$ cat src/verilog/control_pkg.sv
// frame constants, bus vector types and state machine encodings for the command node
package control_pkg;

  // ----------------------------------------
  // vector types
  // ----------------------------------------
  typedef logic [7:0]  byte_t;
  typedef logic [15:0] fx_addr_t;
  typedef logic [5:0]  mod_id_t;

  // ----------------------------------------
  // frame and routing constants
  // ----------------------------------------
  localparam byte_t SYNC_BYTE   = 8'hA5;
  localparam byte_t DEV_FACTORY = 8'h00;
  localparam byte_t DEV_BCAST   = 8'hFF;
  localparam byte_t DEV_ID_RST  = 8'h01;

  // bit 7 of the module byte flags a read and bits 5..0 select the module
  localparam int READ_BIT = 7;
  localparam int CFG_MOD  = 0;

  // line timing
  localparam int BIT_US      = 4;
  localparam int BIT_CLKS    = 100;
  localparam int FRAME_BYTES = 6;

  // ----------------------------------------
  // state encodings
  // ----------------------------------------
  typedef enum logic [1:0] {RX_IDLE, RX_START, RX_DATA, RX_STOP} rx_state_t;
  typedef enum logic {TX_IDLE, TX_SHIFT} tx_state_t;
  typedef enum logic [2:0] {P_SYNC, P_DEV, P_MOD, P_ADDR, P_DATA, P_CHK} parse_state_t;

endpackage

$ cat src/verilog/rx_ctrl_top.sv
// uart receiver on the us strobe, frame parser and checksum check
`timescale 1ns/1ps

module rx_ctrl_top import control_pkg::*; (
  input  logic  rx_ctrl,
  output byte_t cmdr_dev,
  output byte_t cmdr_mod,
  output byte_t cmdr_addr,
  output byte_t cmdr_data,
  output logic  cmdr_vld,
  input  logic  clk_sys,
  input  logic  pluse_us,
  input  logic  rst
);

  localparam int CW = $clog2(BIT_US);
  localparam logic [CW-1:0] HALF_LAST = CW'(BIT_US / 2 - 1);
  localparam logic [CW-1:0] FULL_LAST = CW'(BIT_US - 1);

  logic         rx_s1;
  logic         rx_s2;
  logic         rx_d;
  rx_state_t    rx_state;
  logic [CW-1:0] us_cnt;
  logic [2:0]   bit_cnt;
  byte_t        rx_byte;
  logic         byte_vld;
  parse_state_t pstate;
  byte_t        chk;
  logic         mid_bit;

  // ----------------------------------------
  // line sync and bit timing
  // ----------------------------------------
  always_ff @(posedge clk_sys) begin
    if (rst) begin
      rx_s1 <= 1'b1;
      rx_s2 <= 1'b1;
      rx_d  <= 1'b1;
    end else begin
      rx_s1 <= rx_ctrl;
      rx_s2 <= rx_s1;
      rx_d  <= rx_s2;
    end
  end

  // sample point of data and stop bits after a full bit period
  assign mid_bit = pluse_us && (us_cnt == FULL_LAST);

  always_ff @(posedge clk_sys) begin
    if (rst) begin
      rx_state <= RX_IDLE;
      us_cnt   <= '0;
      bit_cnt  <= '0;
      byte_vld <= 1'b0;
    end else begin
      byte_vld <= 1'b0;
      case (rx_state)
        RX_IDLE: begin
          // falling edge opens a start bit
          if (rx_d && !rx_s2) begin
            rx_state <= RX_START;
            us_cnt   <= '0;
          end
        end
        RX_START: begin
          if (pluse_us) begin
            if (us_cnt == HALF_LAST) begin
              us_cnt   <= '0;
              bit_cnt  <= '0;
              // glitch if line is back high at mid start bit
              rx_state <= rx_s2 ? RX_IDLE : RX_DATA;
            end else begin
              us_cnt <= us_cnt + 1'b1;
            end
          end
        end
        RX_DATA: begin
          if (mid_bit) begin
            us_cnt  <= '0;
            bit_cnt <= bit_cnt + 1'b1;
            if (bit_cnt == 3'd7) begin
              rx_state <= RX_STOP;
            end
          end else if (pluse_us) begin
            us_cnt <= us_cnt + 1'b1;
          end
        end
        RX_STOP: begin
          if (mid_bit) begin
            // framing error drops the byte
            byte_vld <= rx_s2;
            us_cnt   <= '0;
            rx_state <= RX_IDLE;
          end else if (pluse_us) begin
            us_cnt <= us_cnt + 1'b1;
          end
        end
      endcase
    end
  end

  // lsb first
  always_ff @(posedge clk_sys) begin
    if (rx_state == RX_DATA && mid_bit) begin
      rx_byte <= {rx_s2, rx_byte[7:1]};
    end
  end

  // ----------------------------------------
  // frame parser
  // ----------------------------------------
  always_ff @(posedge clk_sys) begin
    if (rst) begin
      pstate   <= P_SYNC;
      cmdr_vld <= 1'b0;
    end else begin
      cmdr_vld <= 1'b0;
      if (byte_vld) begin
        case (pstate)
          P_SYNC: begin
            // bad sync just waits for the next byte
            if (rx_byte == SYNC_BYTE) begin
              pstate <= P_DEV;
            end
          end
          P_DEV:  pstate <= P_MOD;
          P_MOD:  pstate <= P_ADDR;
          P_ADDR: pstate <= P_DATA;
          P_DATA: pstate <= P_CHK;
          P_CHK: begin
            cmdr_vld <= (rx_byte == chk);
            pstate   <= P_SYNC;
          end
          default: pstate <= P_SYNC;
        endcase
      end
    end
  end

  always_ff @(posedge clk_sys) begin
    if (byte_vld) begin
      case (pstate)
        P_DEV: begin
          cmdr_dev <= rx_byte;
          chk      <= rx_byte;
        end
        P_MOD: begin
          cmdr_mod <= rx_byte;
          chk      <= chk ^ rx_byte;
        end
        P_ADDR: begin
          cmdr_addr <= rx_byte;
          chk       <= chk ^ rx_byte;
        end
        P_DATA: begin
          cmdr_data <= rx_byte;
          chk       <= chk ^ rx_byte;
        end
        default: ;
      endcase
    end
  end

endmodule

$ cat src/verilog/tx_ctrl_top.sv
// frame serializer with sync insertion, checksum and bit clock counter
`timescale 1ns/1ps

module tx_ctrl_top import control_pkg::*; (
  output logic  tx_ctrl,
  input  byte_t cmdt_dev,
  input  byte_t cmdt_mod,
  input  byte_t cmdt_addr,
  input  byte_t cmdt_data,
  input  logic  cmdt_vld,
  input  logic  clk_sys,
  input  logic  rst
);

  localparam int NBITS = FRAME_BYTES * 10;
  localparam int CKW   = $clog2(BIT_CLKS);
  localparam int BW    = $clog2(NBITS);
  localparam logic [CKW-1:0] CLK_LAST = CKW'(BIT_CLKS - 1);
  localparam logic [BW-1:0]  BIT_LAST = BW'(NBITS - 1);

  tx_state_t        tx_state;
  logic [CKW-1:0]   clk_cnt;
  logic [BW-1:0]    bit_cnt;
  byte_t            frm [FRAME_BYTES];
  logic [NBITS-1:0] chars;
  logic [NBITS-1:0] sh;
  logic             bit_end;

  // ----------------------------------------
  // frame assembly
  // ----------------------------------------
  always_comb begin
    frm[0] = SYNC_BYTE;
    frm[1] = cmdt_dev;
    frm[2] = cmdt_mod;
    frm[3] = cmdt_addr;
    frm[4] = cmdt_data;
    frm[5] = cmdt_dev ^ cmdt_mod ^ cmdt_addr ^ cmdt_data;
    // start 0, data lsb first, stop 1
    for (int i = 0; i < FRAME_BYTES; i++) begin
      chars[i*10 +: 10] = {1'b1, frm[i], 1'b0};
    end
  end

  // ----------------------------------------
  // bit timing
  // ----------------------------------------
  assign bit_end = (tx_state == TX_SHIFT) && (clk_cnt == CLK_LAST);

  always_ff @(posedge clk_sys) begin
    if (rst) begin
      tx_state <= TX_IDLE;
      clk_cnt  <= '0;
      bit_cnt  <= '0;
    end else begin
      case (tx_state)
        TX_IDLE: begin
          // busy periods simply ignore cmdt_vld
          if (cmdt_vld) begin
            tx_state <= TX_SHIFT;
            clk_cnt  <= '0;
            bit_cnt  <= '0;
          end
        end
        TX_SHIFT: begin
          if (bit_end) begin
            clk_cnt <= '0;
            bit_cnt <= bit_cnt + 1'b1;
            if (bit_cnt == BIT_LAST) begin
              tx_state <= TX_IDLE;
            end
          end else begin
            clk_cnt <= clk_cnt + 1'b1;
          end
        end
      endcase
    end
  end

  always_ff @(posedge clk_sys) begin
    if (tx_state == TX_IDLE && cmdt_vld) begin
      sh <= chars;
    end else if (bit_end) begin
      sh <= {1'b1, sh[NBITS-1:1]};
    end
  end

  // idle line high
  assign tx_ctrl = (tx_state == TX_SHIFT) ? sh[0] : 1'b1;

endmodule

$ cat src/verilog/factory_ctrl.sv
// command router with dev_id register and read reply builder
`timescale 1ns/1ps

module factory_ctrl import control_pkg::*; (
  input  byte_t cmdr_dev,
  input  byte_t cmdr_mod,
  input  byte_t cmdr_addr,
  input  byte_t cmdr_data,
  input  logic  cmdr_vld,
  output byte_t cmdt_dev,
  output byte_t cmdt_mod,
  output byte_t cmdt_addr,
  output byte_t cmdt_data,
  output logic  cmdt_vld,
  output byte_t cmdl_mod,
  output byte_t cmdl_addr,
  output byte_t cmdl_data,
  output logic  cmdl_vld,
  input  byte_t rd_data,
  input  logic  rd_vld,
  output byte_t dev_id,
  input  logic  clk_sys,
  input  logic  pluse_us,
  input  logic  rst
);

  logic is_fact;
  logic is_own;
  logic is_local;
  logic rd_pend;
  logic reply;

  // ----------------------------------------
  // routing decode
  // ----------------------------------------
  assign is_fact  = (cmdr_dev == DEV_FACTORY);
  assign is_own   = (cmdr_dev == dev_id);
  assign is_local = !is_fact && (is_own || cmdr_dev == DEV_BCAST);
  assign reply    = rd_vld && rd_pend;

  always_ff @(posedge clk_sys) begin
    if (rst) begin
      dev_id   <= DEV_ID_RST;
      cmdl_vld <= 1'b0;
      cmdt_vld <= 1'b0;
      rd_pend  <= 1'b0;
    end else begin
      cmdl_vld <= 1'b0;
      cmdt_vld <= 1'b0;
      if (cmdr_vld) begin
        if (is_fact) begin
          dev_id <= cmdr_data;
        end else if (is_local) begin
          cmdl_vld <= 1'b1;
          // broadcast reads run on the bus but are not answered
          rd_pend  <= cmdr_mod[READ_BIT] && is_own;
        end else begin
          cmdt_vld <= 1'b1;
        end
      end else if (rd_vld) begin
        cmdt_vld <= rd_pend;
        rd_pend  <= 1'b0;
      end
    end
  end

  // local command that also serves as the reply header
  always_ff @(posedge clk_sys) begin
    if (cmdr_vld && is_local) begin
      cmdl_mod  <= cmdr_mod;
      cmdl_addr <= cmdr_addr;
      cmdl_data <= cmdr_data;
    end
  end

  // forward copy or read reply
  always_ff @(posedge clk_sys) begin
    if (cmdr_vld) begin
      cmdt_dev  <= cmdr_dev;
      cmdt_mod  <= cmdr_mod;
      cmdt_addr <= cmdr_addr;
      cmdt_data <= cmdr_data;
    end else if (reply) begin
      cmdt_dev  <= dev_id;
      cmdt_mod  <= cmdl_mod;
      cmdt_addr <= cmdl_addr;
      cmdt_data <= rd_data;
    end
  end

endmodule

$ cat src/verilog/fx_bc.sv
// fx bus controller for single byte writes and reads with read data capture
`timescale 1ns/1ps

module fx_bc import control_pkg::*; (
  input  byte_t    cmdl_mod,
  input  byte_t    cmdl_addr,
  input  byte_t    cmdl_data,
  input  logic     cmdl_vld,
  output fx_addr_t fx_waddr,
  output fx_addr_t fx_raddr,
  output logic     fx_wr,
  output logic     fx_rd,
  output byte_t    fx_data,
  input  byte_t    fx_q,
  output byte_t    rd_data,
  output logic     rd_vld,
  input  logic     clk_sys,
  input  logic     rst
);

  logic     is_rd;
  logic     rd_wait;
  fx_addr_t cmd_addr;

  assign is_rd    = cmdl_mod[READ_BIT];
  // module bits 5..0 in the high byte
  assign cmd_addr = {2'b00, cmdl_mod[5:0], cmdl_addr};

  always_ff @(posedge clk_sys) begin
    if (rst) begin
      fx_wr   <= 1'b0;
      fx_rd   <= 1'b0;
      rd_wait <= 1'b0;
      rd_vld  <= 1'b0;
    end else begin
      fx_wr   <= cmdl_vld && !is_rd;
      fx_rd   <= cmdl_vld && is_rd;
      rd_wait <= fx_rd;
      rd_vld  <= rd_wait;
    end
  end

  // addresses hold between strobes
  always_ff @(posedge clk_sys) begin
    if (cmdl_vld && is_rd) begin
      fx_raddr <= cmd_addr;
    end
    if (cmdl_vld && !is_rd) begin
      fx_waddr <= cmd_addr;
      fx_data  <= cmdl_data;
    end
    // fx_q valid one cycle after the read strobe
    if (rd_wait) begin
      rd_data <= fx_q;
    end
  end

endmodule

$ cat src/verilog/cfg_reg.sv
// module 0 register block with mod_id readback and four scratch bytes
`timescale 1ns/1ps

module cfg_reg import control_pkg::*; (
  input  fx_addr_t fx_waddr,
  input  fx_addr_t fx_raddr,
  input  logic     fx_wr,
  input  logic     fx_rd,
  input  byte_t    fx_data,
  output byte_t    fx_q,
  input  mod_id_t  mod_id,
  input  logic     clk_sys,
  input  logic     rst
);

  byte_t scratch [1:4];
  byte_t rd_mux;
  logic  wr_hit;
  logic  rd_sel;

  assign wr_hit = fx_wr && (fx_waddr[15:8] == 8'(CFG_MOD));
  assign rd_sel = (fx_raddr[15:8] == 8'(CFG_MOD));

  // address 0 is read only
  always_ff @(posedge clk_sys) begin
    if (rst) begin
      for (int i = 1; i <= 4; i++) begin
        scratch[i] <= '0;
      end
    end else if (wr_hit) begin
      case (fx_waddr[7:0])
        8'd1, 8'd2, 8'd3, 8'd4: scratch[fx_waddr[2:0]] <= fx_data;
        default: ;
      endcase
    end
  end

  always_comb begin
    rd_mux = '0;
    if (rd_sel) begin
      case (fx_raddr[7:0])
        8'd0: rd_mux = {2'b00, mod_id};
        8'd1, 8'd2, 8'd3, 8'd4: rd_mux = scratch[fx_raddr[2:0]];
        default: rd_mux = '0;
      endcase
    end
  end

  // one cycle of data after fx_rd, zero otherwise so the OR stays clean
  always_ff @(posedge clk_sys) begin
    if (rst) begin
      fx_q <= '0;
    end else begin
      fx_q <= fx_rd ? rd_mux : 8'h00;
    end
  end

endmodule

$ cat src/verilog/control_top.sv
// command node top level with receiver, router, transmitter, bus controller and cfg block
`timescale 1ns/1ps

module control_top import control_pkg::*; (
  output logic     tx_ctrl,
  input  logic     rx_ctrl,
  output fx_addr_t fx_waddr,
  output fx_addr_t fx_raddr,
  output logic     fx_wr,
  output logic     fx_rd,
  output byte_t    fx_data,
  input  byte_t    fx_q,
  output byte_t    dev_id,
  input  mod_id_t  mod_id,
  input  logic     clk_sys,
  input  logic     pluse_us,
  input  logic     rst
);

  byte_t cmdr_dev;
  byte_t cmdr_mod;
  byte_t cmdr_addr;
  byte_t cmdr_data;
  logic  cmdr_vld;
  byte_t cmdt_dev;
  byte_t cmdt_mod;
  byte_t cmdt_addr;
  byte_t cmdt_data;
  logic  cmdt_vld;
  byte_t cmdl_mod;
  byte_t cmdl_addr;
  byte_t cmdl_data;
  logic  cmdl_vld;
  byte_t rd_data;
  logic  rd_vld;
  byte_t fx_q_ctrl;
  byte_t fx_q_all;

  // ----------------------------------------
  // line side
  // ----------------------------------------
  rx_ctrl_top u_rx_ctrl (
    .rx_ctrl   (rx_ctrl),
    .cmdr_dev  (cmdr_dev),
    .cmdr_mod  (cmdr_mod),
    .cmdr_addr (cmdr_addr),
    .cmdr_data (cmdr_data),
    .cmdr_vld  (cmdr_vld),
    .clk_sys   (clk_sys),
    .pluse_us  (pluse_us),
    .rst       (rst)
  );

  factory_ctrl u_factory_ctrl (
    .cmdr_dev  (cmdr_dev),
    .cmdr_mod  (cmdr_mod),
    .cmdr_addr (cmdr_addr),
    .cmdr_data (cmdr_data),
    .cmdr_vld  (cmdr_vld),
    .cmdt_dev  (cmdt_dev),
    .cmdt_mod  (cmdt_mod),
    .cmdt_addr (cmdt_addr),
    .cmdt_data (cmdt_data),
    .cmdt_vld  (cmdt_vld),
    .cmdl_mod  (cmdl_mod),
    .cmdl_addr (cmdl_addr),
    .cmdl_data (cmdl_data),
    .cmdl_vld  (cmdl_vld),
    .rd_data   (rd_data),
    .rd_vld    (rd_vld),
    .dev_id    (dev_id),
    .clk_sys   (clk_sys),
    .pluse_us  (pluse_us),
    .rst       (rst)
  );

  tx_ctrl_top u_tx_ctrl (
    .tx_ctrl   (tx_ctrl),
    .cmdt_dev  (cmdt_dev),
    .cmdt_mod  (cmdt_mod),
    .cmdt_addr (cmdt_addr),
    .cmdt_data (cmdt_data),
    .cmdt_vld  (cmdt_vld),
    .clk_sys   (clk_sys),
    .rst       (rst)
  );

  // ----------------------------------------
  // fx bus side
  // ----------------------------------------
  fx_bc u_fx_bc (
    .cmdl_mod  (cmdl_mod),
    .cmdl_addr (cmdl_addr),
    .cmdl_data (cmdl_data),
    .cmdl_vld  (cmdl_vld),
    .fx_waddr  (fx_waddr),
    .fx_raddr  (fx_raddr),
    .fx_wr     (fx_wr),
    .fx_rd     (fx_rd),
    .fx_data   (fx_data),
    .fx_q      (fx_q_all),
    .rd_data   (rd_data),
    .rd_vld    (rd_vld),
    .clk_sys   (clk_sys),
    .rst       (rst)
  );

  cfg_reg u_ctrl_reg (
    .fx_waddr (fx_waddr),
    .fx_raddr (fx_raddr),
    .fx_wr    (fx_wr),
    .fx_rd    (fx_rd),
    .fx_data  (fx_data),
    .fx_q     (fx_q_ctrl),
    .mod_id   (mod_id),
    .clk_sys  (clk_sys),
    .rst      (rst)
  );

  // internal block is zero outside its own reads
  assign fx_q_all = fx_q_ctrl | fx_q;

endmodule

$ cat config.mk
export PLATFORM = sky130hd
export DESIGN_NAME = control_top
export DESIGN_NICKNAME = d
export VERILOG_FILES = /design/src/verilog/control_pkg.sv /design/src/verilog/rx_ctrl_top.sv /design/src/verilog/tx_ctrl_top.sv /design/src/verilog/factory_ctrl.sv /design/src/verilog/fx_bc.sv /design/src/verilog/cfg_reg.sv /design/src/verilog/control_top.sv
export SDC_FILE = /design/constraint.sdc
export NUM_CORES = 1
export LEC_CHECK = 0
export BUFFER_PORTS_ARGS = -buffer_cell sky130_fd_sc_hd__buf_2
export CAP_MARGIN = 20
export CORE_MARGIN = 2
export CORE_UTILIZATION = 45
export CTS_CLUSTER_DIAMETER = 150
export DETAILED_ROUTE_END_ITERATION = 8
export SLEW_MARGIN = 20
export SYNTH_ARGS = -nofsm -noshare
export SYNTH_HDL_FRONTEND = slang
export SYNTH_HIERARCHICAL = 1
export SYNTH_SLANG_ARGS = --single-unit
$ cat constraint.sdc
create_clock -name clk_sys -period 3.55 [get_ports clk_sys]
set_input_delay 1.065 -clock clk_sys [delete_from_list [all_inputs] [get_ports clk_sys]]
set_output_delay 1.065 -clock clk_sys [all_outputs]
set_load 0.02 [all_outputs]
==> flow_summary.rst <==
.. list-table::
   :header-rows: 1

   * - Metric
     - Value
   * - Outcome
     - completed
   * - Internal power summed over all cells
     - 5.88 mW
   * - Total inserted antenna cells
     - 0
   * - Time the final worst path needs with I/O delays and setup
     - 2680 ps
   * - Total of endpoints with negative setup slack in the final report
     - 0
   * - Cell Count Post-Placement
     - 1238
   * - Post-Route Setup TNS
     - 0 ps
   * - Worst setup EP type
     - output pin
   * - Peak ir drop on the vdd network
     - 0.000368 V
   * - Final RePlAce weighted congestion
     - 0.795
   * - Number of setup buffers added after CTS
     - 0
   * - Combinational fraction of design power
     - 1.0%
   * - Root buffer selected by CTS
     - clkbuf_16
   * - Final number of max-transition violations
     - 0
   * - WP data required
     - 2480 ps
   * - Unrepaired setup endpoints after global routing
     - no
   * - Width of the die
     - 169 um
   * - Clock Pin Slew Worst Setup and Hold Paths
     - 60 ps
   * - Number of buffers created by CTS
     - 34
   * - Global-route congestion overflow total
     - 0
   * - Most common cell in the synthesized netlist
     - edfxtp_1
   * - Post-Syn Instances
     - 857
   * - Number of standard cells in the layout, taps in and fillers out
     - 1299
   * - Resized cells post-CTS
     - 0
   * - Number of antenna violations at the first check in global routing
     - 1
   * - Net load switching power
     - 1.39 mW
   * - Total number of vias
     - 7087
   * - CTS H-tree lvls
     - 2
   * - I/O pin total
     - 69
   * - Overall die area
     - 28600 um^2
   * - Number of buffers inserted for hold repair after clock tree synthesis
     - 0
   * - Ranking of synthesized cells by area
     - edfxtp_1, dfxtp_1, mux2_2, a22o_1, xnor2_1
   * - Drt total wl
     - 25.2 mm
   * - Placed wire-length estimate
     - 17.0 mm
   * - Fmax achieved
     - 0.373 GHz
   * - Post-synthesis instance area
     - 12300 um^2
   * - Global-route wire length before repair
     - 38.7 mm
   * - Clock tree from TritonCTS
     - built
   * - Mux contribution to synthesized area
     - 4.78%
   * - Starting Density
     - 45.7%
   * - Iter 0 DRT Violations
     - 605
   * - Category of the most critical setup path
     - reg2out
   * - Area share of the largest cell type after synthesis
     - 55.8%
   * - Slew at the pin closest to its max-slew limit
     - 794 ps
   * - Fin. Hold Viols
     - 0
   * - Critical path data arrival time
     - 1620 ps
   * - Antenna violation net count after detailed routing
     - 0
   * - Clock Skews
     - 23.9 ps
   * - CP Cell Sequence
     - buf_2
   * - Largest net degree at the start of global routing
     - 60
   * - Via count of the first global-routing pass
     - 6912
   * - Max-cap check violation count
     - 0
   * - Average instance area after synthesis
     - 14.3 um^2
   * - Rel. slew slack
     - 46.9%
   * - First-pass iteration count of the detailed router
     - 7
   * - Clk Latency, worst-skew pair
     - 510 ps
   * - Number of distinct library cells after synthesis
     - 77
   * - Element type at the critical path start
     - flip-flop
   * - Share of synthesized registers carrying an async set or reset
     - 0%
   * - Synthesized-area fraction occupied by adder cells
     - 0.713%
   * - Yosys Warn Count
     - 6
   * - Xor and xnor fraction of the mapped netlist area
     - 3.42%
   * - DR vias/cell
     - 5.46
   * - Core Area
     - 26900 um^2
   * - Leading post-synthesis cells by instance count
     - edfxtp_1, dfxtp_1, o21ai_0, a22o_1, mux2_2
   * - Final routed DRC violation total
     - 0
   * - Fin Hold WS
     - 414 ps
   * - Post-Synth Simple-Gate Area
     - 12.3%
   * - FP Rows
     - 60
   * - Pwr Density
     - 517 nW/um^2
   * - Switching power as a share of total power
     - 19.1%
   * - Most area-hungry cell type in the Yosys netlist
     - edfxtp_1
   * - Portion of total power attributed to the clock network
     - 47.4%
   * - Top Family by Delay on Critical Path
     - flip-flops
   * - Total of flip-flops plus latches after synthesis
     - 299
   * - Fraction of final layout cells sized beyond drive strength 1
     - 21.7%
   * - Buf+Inv Stages, Crit Path
     - 1
   * - Predominant post-synthesis flop cell
     - edfxtp_1
   * - Period Utilization, post-route
     - 75.5%
   * - Area fraction in compound gates after synthesis
     - 9.12%
   * - Maximum fanout count along the critical path
     - 16
   * - Count of buffers from port buffering
     - 64
   * - Post-DR wirelength/cell
     - 19.4 um
   * - Part of the Yosys area used for sequential elements
     - 67.3%
   * - Final nets
     - 958
   * - Number of synthesized flops with an enable pin
     - 228
   * - Leakage
     - 4.95 nW
   * - Die extent in y
     - 169 um
   * - Synthesis-to-layout area growth
     - 14.6%
   * - Sequential fraction of design power
     - 51.6%
   * - GR Util All Layers
     - 17.5%
   * - Number of clock sinks
     - 299
   * - Dominant combinational cell family by area after synthesis
     - simple AND/OR/NAND/NOR gates
   * - Largest buffer count on any clock path
     - 3
   * - Worst-path cell with the longest stage delay
     - edfxtp_1
   * - Largest incremental delay on the critical path
     - 820 ps
   * - Worst hold-check path type
     - reg2reg
==> final timing paths <==
check	depth (start not counted)	endpoint	from	slack [ps]
worst max register to register	5	u_tx_ctrl/sh[32]	u_tx_ctrl/tx_state	1080
worst max-delay path	1	fx_raddr[1]	u_fx_bc/fx_raddr[1]	870
worst min register to register	0	u_fx_bc/fx_data[0]	u_factory_ctrl/cmdl_data[0]	410
worst min-delay path	0	u_fx_bc/fx_data[0]	u_factory_ctrl/cmdl_data[0]	410
==> per-layer routing <==
layer / track usage, % / vias up / part of all wire [%]
met3: 3.22 / 34 / 4.0
li1: - / 3402 / -
met5: 0 / - / 0.052
met4: 4.83 / 2 / 2.0
met1: 24.0 / 3511 / 46
met2: 28.6 / 138 / 48
==> power groups by stage <==
| stage | logic, mW | clock network, mW | registers, mW |
|---|---|---|---|
| after global routing | 0.0821 | 3.68 | 3.76 |
| after detailed placement | 0.0743 | 0 | 3.83 |
| after global placement | 0.0731 | 0 | 3.83 |
| after floorplan | 0.0539 | 0 | 3.82 |
| final | 0.0739 | 3.45 | 3.76 |
| after CTS | 0.0745 | 3.54 | 3.75 |
==> layout make-up <==
| class | count | area [um^2] |
|---|---|---|
| timing repair buffer | 76 | 410 |
| clock buffer | 45 | 947 |
| sequential | 299 | 8270 |
| inverter | 10 | 37.5 |
| fill | 2241 | 12800 |
| tap | 341 | 427 |
| multi-input combinational | 512 | 3790 |
| clock inverter | 16 | 185 |
==> cells by family after synthesis <==
kind of cell / after synthesis
AOI/OAI and AO/OA: 162
and+or+nand+nor: 234
other: 2
adders and majority gates: 7
xor gates and xnor gates: 48
DFF: 299
muxes: 49
buffers and inverters: 56
==> cells in the final DEF (no fill, tap or decap), types with 10 or more instances in the layout <==
master	synthesis	routed
edfxtp_1	228	228
dfxtp_1	71	71
buf_2	25	64
o21ai_0	42	42
a22o_1	39	39
mux2_2	37	37
clkbuf_16	0	35
nor2_1	34	33
xnor2_1	33	33
and2_1	32	32
a21oi_1	30	30
nand3_1	27	27
nand2_1	22	22
xor2_1	15	15
nand4_1	13	13
buf_4	5	12
nand2b_1	12	12
o211ai_1	12	12
conb_1	2	12
inv_1	10	10
==> flip-flops by register name (all words and copies together) (netlist names), 14 cells and up, named ones only <==
register,count
u_tx_ctrl/sh,59
u_ctrl_reg/scratch,40
u_fx_bc/fx_raddr,14
u_fx_bc/fx_waddr,14
==> metrics by stage <==
step                utilization (%)  setup slack (ps)  area, um^2  total power [mW]
global placement               48.1               751       12900              3.90
finish                         52.3               870       14100              7.27
detailed placement             48.1               634       12900              3.90
CTS                            52.3               850       14100              7.37
floorplan                         -               993       12300              3.88
global route                   52.3               781       14100              7.52
Power figures use the tool's default switching activity.
